### src/verilog/cpuPkg.sv
// Shared definitions for the pipelined processor
// Word and index widths, opcode values, ALU function codes
// Instruction word with its R, I and JI views, and the bubble word
package cpuPkg;

    ////////////////////
    // Widths
    ////////////////////
    localparam int wordWidth     = 32;
    localparam int regIndexWidth = 5;
    localparam int imemAddrWidth = 12;

    // Register written by jal
    localparam logic [regIndexWidth-1:0] linkReg = 5'd31;

    ////////////////////
    // Opcodes
    ////////////////////
    // Top five bits of every instruction
    localparam logic [4:0] opAlu  = 5'd0;
    localparam logic [4:0] opJ    = 5'd1;
    localparam logic [4:0] opBne  = 5'd2;
    localparam logic [4:0] opJal  = 5'd3;
    localparam logic [4:0] opJr   = 5'd4;
    localparam logic [4:0] opAddi = 5'd5;
    localparam logic [4:0] opBlt  = 5'd6;
    localparam logic [4:0] opSw   = 5'd7;
    localparam logic [4:0] opLw   = 5'd8;

    // ALU function field of R-type words
    localparam logic [4:0] aluAdd = 5'd0;
    localparam logic [4:0] aluSub = 5'd1;
    localparam logic [4:0] aluAnd = 5'd2;
    localparam logic [4:0] aluOr  = 5'd3;
    localparam logic [4:0] aluSll = 5'd4;
    localparam logic [4:0] aluSra = 5'd5;

    ////////////////////
    // Instruction word
    ////////////////////
    // Three views of one word, opcode always on top
    typedef union packed {
        struct packed {
            logic [4:0] opcode;
            logic [4:0] rd;
            logic [4:0] rs;
            logic [4:0] rt;
            logic [4:0] shamt;
            logic [4:0] aluFn;
            logic [1:0] spare;
        } r;
        struct packed {
            logic [4:0]  opcode;
            logic [4:0]  rd;
            logic [4:0]  rs;
            logic [16:0] imm;
        } i;
        struct packed {
            logic [4:0]  opcode;
            logic [26:0] target;
        } ji;
    } instrWord;

    // add r0, r0, r0 used as pipeline bubble
    localparam instrWord nopWord = '0;

endpackage
### src/verilog/processor.sv
// Processor top level
// Fetch, decode, execute and memory/writeback stages around the register file
// Instruction and data memory sit outside on the ports
`timescale 1ns/100ps

module processor (
    input  logic                             clock,
    input  logic                             reset,
    output logic [cpuPkg::imemAddrWidth-1:0] imemAddress,
    input  logic [cpuPkg::wordWidth-1:0]     imemData,
    output logic [cpuPkg::wordWidth-1:0]     dmemAddress,
    output logic [cpuPkg::wordWidth-1:0]     dmemWriteData,
    output logic                             dmemWriteEnable,
    input  logic [cpuPkg::wordWidth-1:0]     dmemReadData,
    output logic                             regWriteEnable,
    output logic [cpuPkg::regIndexWidth-1:0] regWriteIndex,
    output logic [cpuPkg::wordWidth-1:0]     regWriteData
);
    import cpuPkg::*;

    // Stage-to-stage wiring
    logic                     redirect, loadUseStall;
    logic [wordWidth-1:0]     redirectPc, fdPcPlus1, dxPcPlus1;
    instrWord                 fdInstr, dxInstr, xmInstr, mwInstr;
    logic [regIndexWidth-1:0] readIndexA, readIndexB, dxIndexB;
    logic [wordWidth-1:0]     readDataA, readDataB, dxDataA, dxDataB;
    logic [wordWidth-1:0]     xmStoreData, writeData;

    fetchStage fetchStage_inst (
        .clock (clock), .reset (reset),
        .redirect (redirect), .redirectPc (redirectPc), .loadUseStall (loadUseStall),
        .imemData (imemData), .imemAddress (imemAddress),
        .fdInstr (fdInstr), .fdPcPlus1 (fdPcPlus1)
    );

    decodeStage decodeStage_inst (
        .clock (clock), .reset (reset),
        .fdInstr (fdInstr), .fdPcPlus1 (fdPcPlus1),
        .readDataA (readDataA), .readDataB (readDataB), .redirect (redirect),
        .readIndexA (readIndexA), .readIndexB (readIndexB), .loadUseStall (loadUseStall),
        .dxInstr (dxInstr), .dxPcPlus1 (dxPcPlus1),
        .dxDataA (dxDataA), .dxDataB (dxDataB), .dxIndexB (dxIndexB)
    );

    // xmResult doubles as the data memory address
    executeStage executeStage_inst (
        .clock (clock), .reset (reset),
        .dxInstr (dxInstr), .dxPcPlus1 (dxPcPlus1),
        .dxDataA (dxDataA), .dxDataB (dxDataB), .dxIndexB (dxIndexB),
        .mwInstr (mwInstr), .writeData (writeData),
        .redirect (redirect), .redirectPc (redirectPc),
        .xmInstr (xmInstr), .xmResult (dmemAddress), .xmStoreData (xmStoreData)
    );

    regFile regFile_inst (
        .clock (clock), .reset (reset),
        .writeEnable (regWriteEnable), .writeIndex (regWriteIndex),
        .writeData (regWriteData),
        .readIndexA (readIndexA), .readIndexB (readIndexB),
        .readDataA (readDataA), .readDataB (readDataB)
    );

    memWriteStage memWriteStage_inst (
        .clock (clock), .reset (reset),
        .xmInstr (xmInstr), .xmResult (dmemAddress), .xmStoreData (xmStoreData),
        .dmemReadData (dmemReadData),
        .dmemWriteEnable (dmemWriteEnable), .dmemWriteData (dmemWriteData),
        .mwInstr (mwInstr), .writeData (writeData),
        .regWriteEnable (regWriteEnable), .regWriteIndex (regWriteIndex),
        .regWriteData (regWriteData)
    );

endmodule

### src/verilog/memWriteStage.sv
// Memory and writeback stages
// Store enable and store-data bypass, memory/writeback latch
// Writeback index, data and enable selection
`timescale 1ns/100ps

module memWriteStage (
    input  logic                             clock,
    input  logic                             reset,
    input  cpuPkg::instrWord                 xmInstr,
    input  logic [cpuPkg::wordWidth-1:0]     xmResult,
    input  logic [cpuPkg::wordWidth-1:0]     xmStoreData,
    input  logic [cpuPkg::wordWidth-1:0]     dmemReadData,
    output logic                             dmemWriteEnable,
    output logic [cpuPkg::wordWidth-1:0]     dmemWriteData,
    output cpuPkg::instrWord                 mwInstr,
    output logic [cpuPkg::wordWidth-1:0]     writeData,
    output logic                             regWriteEnable,
    output logic [cpuPkg::regIndexWidth-1:0] regWriteIndex,
    output logic [cpuPkg::wordWidth-1:0]     regWriteData
);
    import cpuPkg::*;

    logic [wordWidth-1:0] mwResult, mwMemData, wbData;
    logic [4:0]           mwOpcode;

    ////////////////////
    // Memory stage
    ////////////////////
    assign dmemWriteEnable = (xmInstr.r.opcode == opSw);

    // Store data produced by the instruction now in writeback, e.g. a lw just ahead
    assign dmemWriteData = (dmemWriteEnable && regWriteEnable && regWriteIndex != '0 &&
                            xmInstr.r.rd == regWriteIndex) ? wbData : xmStoreData;

    always_ff @(posedge clock) begin
        if (reset)
            mwInstr <= nopWord;
        else
            mwInstr <= xmInstr;
    end

    always_ff @(posedge clock) begin
        mwResult  <= xmResult;
        mwMemData <= dmemReadData;
    end

    ////////////////////
    // Writeback
    ////////////////////
    assign mwOpcode = mwInstr.r.opcode;

    assign regWriteEnable = (mwOpcode == opAlu) || (mwOpcode == opAddi) ||
                            (mwOpcode == opLw)  || (mwOpcode == opJal);
    // jal always links through r31
    assign regWriteIndex  = (mwOpcode == opJal) ? linkReg : mwInstr.r.rd;
    assign wbData         = (mwOpcode == opLw) ? mwMemData : mwResult;

    assign regWriteData = wbData;
    assign writeData    = wbData;

    // A store never becomes a register write one stage later
    assert property (@(posedge clock) disable iff (reset)
        dmemWriteEnable |=> !regWriteEnable);

endmodule

### src/verilog/executeStage.sv
// Execute stage
// Operand bypassing from XM and MW, ALU operand and function selection
// Jump and branch resolution, execute/memory latch
`timescale 1ns/100ps

module executeStage (
    input  logic                             clock,
    input  logic                             reset,
    input  cpuPkg::instrWord                 dxInstr,
    input  logic [cpuPkg::wordWidth-1:0]     dxPcPlus1,
    input  logic [cpuPkg::wordWidth-1:0]     dxDataA,
    input  logic [cpuPkg::wordWidth-1:0]     dxDataB,
    input  logic [cpuPkg::regIndexWidth-1:0] dxIndexB,
    input  cpuPkg::instrWord                 mwInstr,
    input  logic [cpuPkg::wordWidth-1:0]     writeData,
    output logic                             redirect,
    output logic [cpuPkg::wordWidth-1:0]     redirectPc,
    output cpuPkg::instrWord                 xmInstr,
    output logic [cpuPkg::wordWidth-1:0]     xmResult,
    output logic [cpuPkg::wordWidth-1:0]     xmStoreData
);
    import cpuPkg::*;

    logic [4:0]           opcode;
    logic                 isImm, isBranch, isBlt, isJump, isJal, isJr, branchTaken;
    logic [wordWidth-1:0] operandA, operandB, immExt, target;
    logic [wordWidth-1:0] aluA, aluB, aluResult;
    logic [4:0]           aluFunct;
    logic                 notEqual, lessThan;

    // Producer writes a register unless it is a branch, jr or store
    function automatic logic writesReg(instrWord w);
        return !((w.r.opcode == opBne) || (w.r.opcode == opJr) ||
                 (w.r.opcode == opBlt) || (w.r.opcode == opSw));
    endfunction

    // Newest value first, XM before MW
    function automatic logic [wordWidth-1:0] bypass(
        logic [regIndexWidth-1:0] index,
        logic [wordWidth-1:0]     latched,
        instrWord                 xmWord,
        logic [wordWidth-1:0]     xmValue,
        instrWord                 mwWord,
        logic [wordWidth-1:0]     mwValue
    );
        if (index != '0 && writesReg(xmWord) && xmWord.r.rd == index)
            return xmValue;
        if (index != '0 && writesReg(mwWord) && mwWord.r.rd == index)
            return mwValue;
        return latched;
    endfunction

    assign opcode = dxInstr.r.opcode;
    assign isImm    = (opcode == opAddi) || (opcode == opLw) || (opcode == opSw);
    assign isBlt    = (opcode == opBlt);
    assign isBranch = (opcode == opBne) || isBlt;
    assign isJal    = (opcode == opJal);
    assign isJr     = (opcode == opJr);
    assign isJump   = (opcode == opJ) || isJal || isJr;

    ////////////////////
    // Operands
    ////////////////////
    assign operandA = bypass(dxInstr.r.rs, dxDataA, xmInstr, xmResult, mwInstr, writeData);
    assign operandB = bypass(dxIndexB, dxDataB, xmInstr, xmResult, mwInstr, writeData);

    assign immExt = {{(wordWidth-17){dxInstr.i.imm[16]}}, dxInstr.i.imm};
    assign target = {{(wordWidth-27){1'b0}}, dxInstr.ji.target};

    // blt compares rd against rs, so rd goes on the A side
    assign aluA = isBlt ? operandB : operandA;
    assign aluB = isBlt ? operandA : (isImm ? immExt : operandB);

    // Address and immediate math add, branches subtract
    assign aluFunct = isImm ? aluAdd : (isBranch ? aluSub : dxInstr.r.aluFn);

    alu alu_inst (
        .operandA (aluA),
        .operandB (aluB),
        .funct    (aluFunct),
        .shamt    (dxInstr.r.shamt),
        .result   (aluResult),
        .notEqual (notEqual),
        .lessThan (lessThan)
    );

    ////////////////////
    // Redirect
    ////////////////////
    assign branchTaken = ((opcode == opBne) && notEqual) || (isBlt && lessThan);
    assign redirect    = isJump || branchTaken;

    // jr goes through rd on port B
    always_comb begin
        if (isJr)
            redirectPc = operandB;
        else if (isJump)
            redirectPc = target;
        else
            redirectPc = dxPcPlus1 + immExt;
    end

    always_ff @(posedge clock) begin
        if (reset)
            xmInstr <= nopWord;
        else
            xmInstr <= dxInstr;
    end

    // jal hands its return address down as the result
    always_ff @(posedge clock) begin
        xmResult    <= isJal ? dxPcPlus1 : aluResult;
        xmStoreData <= operandB;
    end

    // Jump and taken branch exclusive, and the flush reaches decode/execute
    assert property (@(posedge clock) disable iff (reset)
        redirect |-> !(isJump && branchTaken) ##1 (dxInstr == nopWord));

endmodule

### src/verilog/decodeStage.sv
// Decode stage
// Register read index selection, load-use hazard detection
// Decode/execute latch for instruction, PC+1 and operands
`timescale 1ns/100ps

module decodeStage (
    input  logic                             clock,
    input  logic                             reset,
    input  cpuPkg::instrWord                 fdInstr,
    input  logic [cpuPkg::wordWidth-1:0]     fdPcPlus1,
    input  logic [cpuPkg::wordWidth-1:0]     readDataA,
    input  logic [cpuPkg::wordWidth-1:0]     readDataB,
    input  logic                             redirect,
    output logic [cpuPkg::regIndexWidth-1:0] readIndexA,
    output logic [cpuPkg::regIndexWidth-1:0] readIndexB,
    output logic                             loadUseStall,
    output cpuPkg::instrWord                 dxInstr,
    output logic [cpuPkg::wordWidth-1:0]     dxPcPlus1,
    output logic [cpuPkg::wordWidth-1:0]     dxDataA,
    output logic [cpuPkg::wordWidth-1:0]     dxDataB,
    output logic [cpuPkg::regIndexWidth-1:0] dxIndexB
);
    import cpuPkg::*;

    logic usesRd;
    logic fdIsStore;
    logic dxIsLoad;

    assign fdIsStore = (fdInstr.r.opcode == opSw);
    assign dxIsLoad  = (dxInstr.r.opcode == opLw);

    // Branches, jr and sw read rd on port B
    assign usesRd = (fdInstr.r.opcode == opBne) ||
                    (fdInstr.r.opcode == opJr)  ||
                    (fdInstr.r.opcode == opBlt) ||
                    fdIsStore;

    assign readIndexA = fdInstr.r.rs;
    assign readIndexB = usesRd ? fdInstr.r.rd : fdInstr.r.rt;

    ////////////////////
    // Load-use hazard
    ////////////////////
    // Store data from a load is patched in the memory stage, so sw only checks rs
    assign loadUseStall = dxIsLoad &&
                          ((fdInstr.r.rs == dxInstr.r.rd) ||
                           ((fdInstr.r.rt == dxInstr.r.rd) && !fdIsStore));

    // Bubble on a flush or a load-use stall
    always_ff @(posedge clock) begin
        if (reset || redirect || loadUseStall)
            dxInstr <= nopWord;
        else
            dxInstr <= fdInstr;
    end

    // Operands and indices latch every cycle
    always_ff @(posedge clock) begin
        dxPcPlus1 <= fdPcPlus1;
        dxDataA   <= readDataA;
        dxDataB   <= readDataB;
        dxIndexB  <= readIndexB;
    end

    // Stalled instruction waits one more cycle in the fetch/decode latch
    assert property (@(posedge clock) disable iff (reset)
        loadUseStall |=> $stable(fdInstr));

endmodule

### src/verilog/fetchStage.sv
// Fetch stage
// Program counter with redirect, stall hold and increment
// Fetch/decode latch for the instruction word and PC+1
`timescale 1ns/100ps

module fetchStage (
    input  logic                             clock,
    input  logic                             reset,
    input  logic                             redirect,
    input  logic [cpuPkg::wordWidth-1:0]     redirectPc,
    input  logic                             loadUseStall,
    input  cpuPkg::instrWord                 imemData,
    output logic [cpuPkg::imemAddrWidth-1:0] imemAddress,
    output cpuPkg::instrWord                 fdInstr,
    output logic [cpuPkg::wordWidth-1:0]     fdPcPlus1
);
    import cpuPkg::*;

    logic [wordWidth-1:0] pc;
    logic [wordWidth-1:0] pcPlus1;
    logic [wordWidth-1:0] pcNext;

    assign pcPlus1     = pc + 32'd1;
    assign imemAddress = pc[imemAddrWidth-1:0];

    // Redirect wins over the load-use hold
    always_comb begin
        if (redirect)
            pcNext = redirectPc;
        else if (loadUseStall)
            pcNext = pc;
        else
            pcNext = pcPlus1;
    end

    always_ff @(posedge clock) begin
        if (reset)
            pc <= '0;
        else
            pc <= pcNext;
    end

    ////////////////////
    // Fetch/decode latch
    ////////////////////
    always_ff @(posedge clock) begin
        if (reset || redirect)
            fdInstr <= nopWord;
        else if (!loadUseStall)
            fdInstr <= imemData;
    end

    // PC+1 travels along for jal and branch targets
    always_ff @(posedge clock) begin
        if (!loadUseStall)
            fdPcPlus1 <= pcPlus1;
    end

    // Instruction address stays defined once out of reset
    assert property (@(posedge clock) disable iff (reset) !$isunknown(imemAddress));

endmodule

### src/verilog/regFile.sv
// Register file
// 32 words, two combinational read ports, one write port at the clock edge
`timescale 1ns/100ps

module regFile (
    input  logic                             clock,
    input  logic                             reset,
    input  logic                             writeEnable,
    input  logic [cpuPkg::regIndexWidth-1:0] writeIndex,
    input  logic [cpuPkg::wordWidth-1:0]     writeData,
    input  logic [cpuPkg::regIndexWidth-1:0] readIndexA,
    input  logic [cpuPkg::regIndexWidth-1:0] readIndexB,
    output logic [cpuPkg::wordWidth-1:0]     readDataA,
    output logic [cpuPkg::wordWidth-1:0]     readDataB
);
    import cpuPkg::*;

    logic [wordWidth-1:0] regs [2**regIndexWidth];

    // r0 never written
    always_ff @(posedge clock) begin
        if (reset) begin
            for (int i = 0; i < 2**regIndexWidth; i++)
                regs[i] <= '0;
        end else if (writeEnable && writeIndex != '0) begin
            regs[writeIndex] <= writeData;
        end
    end

    // r0 reads zero, a same-cycle writeback passes straight to decode
    assign readDataA = (readIndexA == '0) ? '0 :
                       (writeEnable && writeIndex == readIndexA) ? writeData :
                       regs[readIndexA];
    assign readDataB = (readIndexB == '0) ? '0 :
                       (writeEnable && writeIndex == readIndexB) ? writeData :
                       regs[readIndexB];

endmodule

### src/verilog/alu.sv
// Arithmetic, logic and shift unit
// Add, sub, and, or, sll, sra with inequality and signed less-than flags
`timescale 1ns/100ps

module alu (
    input  logic [cpuPkg::wordWidth-1:0] operandA,
    input  logic [cpuPkg::wordWidth-1:0] operandB,
    input  logic [4:0]                   funct,
    input  logic [4:0]                   shamt,
    output logic [cpuPkg::wordWidth-1:0] result,
    output logic                         notEqual,
    output logic                         lessThan
);
    import cpuPkg::*;

    logic [wordWidth-1:0] difference;
    logic                 signA, signB;

    assign difference = operandA - operandB;
    assign signA      = operandA[wordWidth-1];
    assign signB      = operandB[wordWidth-1];

    // Flags come from the subtraction
    assign notEqual = (difference != '0);
    // Differing signs decide directly, otherwise the difference sign does
    assign lessThan = (signA != signB) ? signA : difference[wordWidth-1];

    always_comb begin
        case (funct)
            aluAdd:  result = operandA + operandB;
            aluSub:  result = difference;
            aluAnd:  result = operandA & operandB;
            aluOr:   result = operandA | operandB;
            aluSll:  result = operandA << shamt;
            aluSra:  result = $signed(operandA) >>> shamt;
            default: result = '0;
        endcase
    end

endmodule

### config.mk
export PLATFORM = sky130hd
export DESIGN_NAME = processor
export DESIGN_NICKNAME = d
export VERILOG_FILES = /design/src/verilog/cpuPkg.sv /design/src/verilog/processor.sv /design/src/verilog/memWriteStage.sv /design/src/verilog/executeStage.sv /design/src/verilog/decodeStage.sv /design/src/verilog/fetchStage.sv /design/src/verilog/regFile.sv /design/src/verilog/alu.sv
export SDC_FILE = /design/constraint.sdc
export NUM_CORES = 2
export LEC_CHECK = 0
export ABC_AREA = 1
export ABC_CLOCK_PERIOD_IN_PS = 6600
export BUFFER_PORTS_ARGS = -buffer_cell sky130_fd_sc_hd__buf_4
export CAP_MARGIN = 5
export CORE_ASPECT_RATIO = 1.4
export CORE_MARGIN = 2
export CORE_UTILIZATION = 45
export CTS_CLUSTER_DIAMETER = 40
export DETAILED_ROUTE_END_ITERATION = 6
export HOLD_SLACK_MARGIN = 0.12
export SYNTH_ARGS = -nofsm -noshare
export SYNTH_HDL_FRONTEND = slang
export SYNTH_SLANG_ARGS = --single-unit
### constraint.sdc
create_clock -name clock -period 6.6 [get_ports clock]
set_input_delay 0.66 -clock clock [delete_from_list [all_inputs] [get_ports clock]]
set_output_delay 0.66 -clock clock [all_outputs]
set_load 0.05 [all_outputs]
Word-level counts from Yosys, hierarchy flattened:

Memory sizes are Yosys's and may differ from the RTL's. A register that Yosys moved wholly into a read port is not among the register bits.
Index checks and enable logic that the tools add are counted.
Widths: inputs -> output; s select.

* add/subtract/negate cells: 4
* equality and inequality tests: 39
* shifts and indexed selects: 2
* mux-type cells: 42
* bitwise logic cells: 2
* reductions and logical operators: 52

Operators by type and width (number)
* $mux 32: 21
* $pmux 32 s6: 1
* $eq 5x3->1 const B: 16
* $add 32x32->32: 2
* $eq 5x5->1: 9
* $eq 5x2->1 const B: 8
* $mux 5: 7
* $add 32x1->32 const B: 1
* $and 32x32->32: 1
* $or 32x32->32: 1
* $reduce_bool 32->1: 1
* $reduce_or 32->1: 1
* $shl 32x5->32: 1
* $sshr 32x5->32: 1
* $sub 32x32->32: 1
* $logic_or 1x1->1: 22
* $logic_not 5->1: 4
* $logic_and 1x1->1: 18
* $reduce_bool 5->1: 3
* $mux 1: 13
* $eq 5x1->1 const B: 2
* $eq 5x4->1 const B: 2
* $logic_not 1->1: 3
* $ne 2x1->1 const B: 1
* $ne 1x1->1: 1

* register bits: 421
* memory bits (writable): 1024
* input port bits: 66
* output and inout bits: 115
* logic and storage cells: 156
* memories: 1

Memory list
* regFile_inst.regs: words 32, width 32, rd ports 2, clocked after Yosys merged registers in 1, wr ports 32, RTL line regFile.sv:18 `logic [wordWidth-1:0] regs [2**regIndexWidth];`

Depth between registers and ports, before layout:

* word-level depth: 20
* mapped depth: 38

Cells and area by module:

Synthesis repeated with hierarchy kept, for this count alone.

* cell total of the unflattened synthesis: 12093
* area, all modules: 88464.8 µm²

Modules (own cells, without submodules)
* regFile: times used 1, cells an instance 7430, area an instance 58787.6 µm², seq. area each 30749.5 µm²
* alu: times used 1, cells an instance 1850, area an instance 9332.7 µm², seq. area each 0.0 µm²
* executeStage: times used 1, cells an instance 1592, area an instance 9022.4 µm², seq. area each 1921.8 µm²
* fetchStage: times used 1, cells an instance 576, area an instance 4561.9 µm², seq. area each 2242.2 µm²
* memWriteStage: times used 1, cells an instance 390, area an instance 3522.1 µm², seq. area each 1921.8 µm²
* decodeStage: times used 1, cells an instance 255, area an instance 3238.1 µm², seq. area each 2662.6 µm²

Worst setup path before layout:

Ideal clock, no wire load.

* path kind: reg2reg
* start point: register memWriteStage_inst.mwInstr[28] (netlist bit)
* end point: register fetchStage_inst.pc[20]
* setup time: 0.128 ns
* arrival: 4.931 ns
* required time: 6.472 ns
* slack: 1.541 ns
* cell stages (with the launch flop): 34
* buffers on the path: 3
* clock period less this slack: 5.059 ns
* path through: dfxtp_1 > nor2_4 > nand3_2 > buf_6 > o21ai_1 > nand3_1 > nand3_1 > nand2_1 > inv_1 > o21ai_0 > o21ai_0 > ha_1 > buf_2 > nor2_2 > inv_1 > nor2_2 > and3_1 > nand2_1 > nand2_2 > nand3_1 > nand2_1 > a311oi_1 > fa_1 > inv_1 > nor2_1 > nand2_1 > nor2_1 > nand3_1 > nand2_2 > nand2_2 > buf_6 > and2_1 > nor2_1 > nor2_1

RTL lines
* from (decl): RTL line memWriteStage.sv:15 `output cpuPkg::instrWord mwInstr,`
* from (signal assigned): RTL line memWriteStage.sv:37 `mwInstr <= nopWord;`
* from (signal assigned): RTL line memWriteStage.sv:39 `mwInstr <= xmInstr;`
* $eq 5x4->1 *: RTL line memWriteStage.sv:56 `assign wbData = (mwOpcode == opLw) ? mwMemData : mwResult;`
* $mux 32 *: RTL line memWriteStage.sv:56
* named net regWriteData, one bit: RTL line processor.sv:17 `output logic [cpuPkg::wordWidth-1:0] regWriteData`
* $mux 32 *: RTL line executeStage.sv:48 `if (index != '0 && writesReg(mwWord) && mwWord.r.rd == index)`
* $mux 32 *: RTL line executeStage.sv:50 `return latched;`
* $mux 32 *: RTL line executeStage.sv:48
* named net executeStage_inst.operandB[8]: RTL line executeStage.sv:26 `logic [wordWidth-1:0] operandA, operandB, immExt, target;`
* $mux 32 (2 in a row): RTL line executeStage.sv:72 `assign aluB = isBlt ? operandA : (isImm ? immExt : operandB);`
* $sub 32x32->32 *: RTL line alu.sv:19 `assign difference = operandA - operandB;`
* $reduce_bool 32->1 or $mux 1 (tied branches): RTL line alu.sv:24, alu.sv:26
* $logic_and 1x1->1: RTL line executeStage.sv:90 `assign branchTaken = ((opcode == opBne) && notEqual) || (isBlt && lessThan);`
* $logic_or 1x1->1 *: RTL line executeStage.sv:90
* $logic_or 1x1->1 *: RTL line executeStage.sv:91 `assign redirect = isJump || branchTaken;`
* $ne 2x1->1 (no line) or $mux 32 (tied branches)
* to (signal assigned): RTL line fetchStage.sv:40 `pc <= pcNext;`
* to (decl): RTL line fetchStage.sv:19 `logic [wordWidth-1:0] pc;`

Mark *: on every way through the listed nets, which the timed path passes. The rest lies on a longest branch. The select of a mux whose other input is x is not followed.
A chain may end at the register's enable or synchronous reset.

Worst setup path after layout:

* start point: register memWriteStage_inst.mwInstr[30] (netlist bit)
* end point: register executeStage_inst.xmResult[23] (netlist bit)

* word-level cells in the longest chain between the ends: 16

Ends and longest elaborated chain
* $eq 5x2->1 or $eq 5x3->1 (tied branches): RTL line executeStage.sv:33 `return !((w.r.opcode == opBne) || (w.r.opcode == opJr) ||`
* $logic_or 1x1->1 (2 in a row): RTL line executeStage.sv:33
* $logic_or 1x1->1: RTL line executeStage.sv:34 `(w.r.opcode == opBlt) || (w.r.opcode == opSw));`
* $logic_not 1->1: RTL line executeStage.sv:33
* $logic_and 1x1->1 (2 in a row): RTL line executeStage.sv:48
* $mux 1 (2 in a row): RTL line executeStage.sv:48
* $mux 32 *: RTL line executeStage.sv:50
* $mux 32 *: RTL line executeStage.sv:48
* named net executeStage_inst.operandB[18]: RTL line executeStage.sv:26
* $mux 32 (2 in a row): RTL line executeStage.sv:72
* $sub 32x32->32 or $add 32x32->32 (tied branches): RTL line alu.sv:19, alu.sv:30
* $pmux 32 s6 *: RTL line alu.sv:29 `case (funct)`
* $mux 32 *: RTL line executeStage.sv:112 `xmResult <= isJal ? dxPcPlus1 : aluResult;`
* to (signal assigned): RTL line executeStage.sv:112
* to (decl): RTL line executeStage.sv:19 `output logic [cpuPkg::wordWidth-1:0] xmResult,`

Marked as above.

==> results.txt <==
----------------------------------------------------
[Worst setup path]
  Maximum fanout along the worst path ... 11
  Critical Path Source Type ... flip-flop
  Required time worst endpoint ... 7.34 ns
  Data arrival, critical path ... 7.07 ns
  Start-to-end type of the worst setup path ... reg2reg
  Endpoint type of the worst setup path ... flip-flop

[Power]
  Leakage Power ... 36.3 nW
  Highest ir drop seen on vdd ... 490 uV
  Total Power Consumption ... 46.6 mW
  Power per cell area ... 508 mW/mm2

[Die]
  Cell Rows ... 184
  Chip Width ... ~360 um
  Area inside the core boundary ... about 0.18 mm2
  I/O pin count ... 181
  Full die area ... 0.184 mm2
  DIE HEIGHT ... 506 um
  Initial Util ... roughly 45%

[Drt]
  Total routed wirelength ... 383 mm
  Residual DRC ... 1
  Avg Vias per Cell ... 6.32
  Routed vias ... just under 80000
  Pre-antenna DRT Iters ... 7
  Avg WL per Cell ... 30.9 um
  Antenna-violating nets left ... 0
  Detailed Route Iter0 Violations ... 10548

[Final layout]
  Most frequent cells in the layout ... nor2_1 (1766), nand2_1 (1247), edfxtp_1 (1056), o21ai_0 (992), nand3_1 (941)
  Signed area change from the synthesized netlist to the final layout ... 13.2%
  Final non-filler cell total ... between 10000 and 15000
  Fraction of layout instances using a drive strength above 1 ... 9.93%
  Final standard cell utilization of the core ... between 50% and 60%
  Number of nets in the finished design ... 10100
  Commonest non-fill, non-tap cell in the layout ... nor2_1

[Hold path]
  Min-Delay Path Class ... in2reg

[Synth]
  Netlist cell types ... 64
  Syn_area_per_cell ... 8.14 um2
  Number of warnings printed during yosys synthesis ... 0
  Proportion of synthesized chip area in sequential cells ... 47.7%
  FF+latch count, synth ... roughly 1400
  Cell area after synthesis ... 0.0811 mm2
  Share of flip-flops with an asynchronous set or reset after synthesis ... 0%
  EDFF count, synth ... between 1000 and 1500
  Post-synthesis cell count ... 9960
  Top FF cell, synth ... edfxtp_1

[Place]
  Minimum setup slack after placement ... about 0.025 ns
  Final Wtd Congestion ... 1.08
  Number of placed instances, taps included ... 12000
  Count of input and output buffers ... 180
  HPWL after detailed placement ... about 270 mm

[Clocking]
  H-Tree Depth ... 4
  Buffers from clock root to sink, at most ... 3
  Cell at the root of the clock tree ... clkbuf_16
  TritonCTS clock tree ... built
  Total clock buffers created by CTS ... 177
  Clock transition at the registers of the reported paths ... 0.06 ns
  Clock Latency Late Sink ... around 0.86 ns
  Setup bufs post-CTS ... 0
  CTS Sinks ... 1406

[Timing]
  F_max ... 158 MHz
  Setup Viol. Count Final ... 0
  Transition time of the tightest slew-check pin ... 1.29 ns
  Final-report hold violation count ... 0
  Post-route setup TNS ... 0 ns
  Final slew viol count ... 0
  Worst clock skew ... approximately 0.055 ns
  Worst-case setup margin in the final layout ... roughly 0.27 ns
  Unrepaired setup endpoints after global routing ... no
  Worst slew margin relative to its limit ... roughly an eighth
  Crit share post-route ... 95.9%
  Min Tclk post-route ... around 6.3 ns

[GRT]
  Overflow after GRT ... 0
  Largest net degree at the start of global routing ... 148
  Via count of the first global-routing pass ... ~74000
  All-Layer GR Usage ... 40.5%
  Number of antenna violations at the first check in global routing ... 10
  First-pass GRT wire length ... 537 mm

[Run]
  Max capacitance violation total ... 0

[Status]
  Violated checks ... DRC
  Run status ... finished with violations

----------------------------------------------------
cells by family (layout without fill, tap and decap cells):
group / Yosys count / in the layout / synth area share, %
adder cells (fa/ha/maj): 131 / 131 / 2.06
XOR/XNOR: 102 / 102 / 1.10
multiplexers: 211 / 211 / 2.60
AO/OA/AOI/OAI: 2362 / 2362 / 17.5
buffers and inverters: 1577 / 1637 / 7.62
AND/OR/NAND/NOR: 4170 / 4170 / 21.4
other: 1 / 33 / 0.00462
flip-flops: 1406 / 1406 / 47.7
sequential cells by signal, indices dropped and copies added (netlist names), named ones only:
signal / cells
decodeStage_inst.dxDataA: 32
decodeStage_inst.dxDataB: 32
decodeStage_inst.dxIndexB: 5
decodeStage_inst.dxInstr: 32
decodeStage_inst.dxPcPlus1: 32
executeStage_inst.xmInstr: 10
executeStage_inst.xmResult: 32
executeStage_inst.xmStoreData: 32
fetchStage_inst.fdInstr: 32
fetchStage_inst.fdPcPlus1: 32
fetchStage_inst.pc: 32
memWriteStage_inst.mwInstr: 10
memWriteStage_inst.mwMemData: 32
memWriteStage_inst.mwResult: 32
regFile_inst.regs: 1024
worst max-delay path: stages (launching register included):
cell and delay (ns):
dfxtp_1 0.36, inv_1 0.09, nor2_4 0.17, nand3_2 0.15, inv_1 0.44, nand2_1 0.10, nand2_1 0.16, nand3_1 0.09
nand3_1 0.18, nand2_1 0.07, inv_1 0.08, nor2_1 0.04, o22ai_1 0.37, ha_1 0.45, a21oi_1 0.53, o21ai_0 0.19
a21oi_1 0.26, nand3_1 0.19, a21o_1 0.20, o21ai_0 0.15, a21oi_1 0.11, a211oi_1 1.07, buf_4 0.25, nand2_1 0.09
nor2_1 0.10, nand2_1 0.13, nand2_1 0.13, nand2_1 0.05
area by class of cell:
class	count	area, um2
Tap cell	2325	2910
Multi-Input combinational cell	7008	36600
Clock buffer	209	4690
Antenna cell	1	2.50
Inverter	753	2860
Sequential cell	1406	38700
Clock inverter	118	1460
Timing Repair Buffer	557	4640
Fill cell	17088	87500
layer usage:
layer  global-route usage (%)  share of wire [%]  vias up
met5                    0.288              0.018        -
met4                     27.2                8.0       10
met3                     8.08                9.0     1138
met2                     67.3                 47     4697
met1                     47.0                 36    38050
li1                         -                  -    34315
metrics by stage:
stage / hold slack, ns / instance area [um2]
final: 0.156 / 91900
after global routing: 0.137 / 91900
after CTS: 0.121 / 91800
after detailed placement: 0.327 / 85200
after global placement: 0.324 / 85200
after floorplan: 0.323 / 81200
path summary, 6_finish.rpt:
check                                  from                        endpoint  slack (ns)  cells past startpoint
max          memWriteStage_inst.mwInstr[30]  executeStage_inst.xmResult[23]        0.27                     27
min reg2reg    fetchStage_inst.fdPcPlus1[0]   decodeStage_inst.dxPcPlus1[0]        0.33                      0
min                            imemData[15]     fetchStage_inst.fdInstr[15]        0.16                      3
max reg2reg  memWriteStage_inst.mwInstr[30]  executeStage_inst.xmResult[23]        0.27                     27
synthesized netlist by cell type, drive strengths merged, types with 5 or more instances:
master  instances  area, um2
nor3           28        160
edfxtp       1056      31700
xor2           73        639
clkbuf        604       2270
ha            127       1590
xnor2          29        254
o211ai        270       2030
buf           220       1090
o21a            5       37.5
inv           749       2810
o21ai        1048       5330
nand3b         21        158
nand3         950       4770
o21bai         13       97.6
mux2i         211       2110
or2            11       68.8
nor4           15        115
a211oi         59        593
dfxtp         350       7010
nand4          48        307
nor2         1787       6780
a21boi         21        161
and2            9       56.3
nand2        1295       4880
a21oi         575       2900
a31oi          18        119
o221ai        257       2250
o22ai          60        375
a221oi         12        105
a21o           11       82.6
where the power goes:
part / internal [mW] / switching, mW
clock: 5.82 / 4.36
combinational: 6.56 / 18.6
sequential: 10.5 / 0.829
repair_timing:
action | 4_1_cts | 5_1_grt
hold buffers | 49 | 0
pin swaps | 0 | 0
endpoints found under the setup margin | 5 | 101
resized for setup | 1 | 15
hold endpoints to repair | 50 | 0
Power figures use the tool's default switching activity.
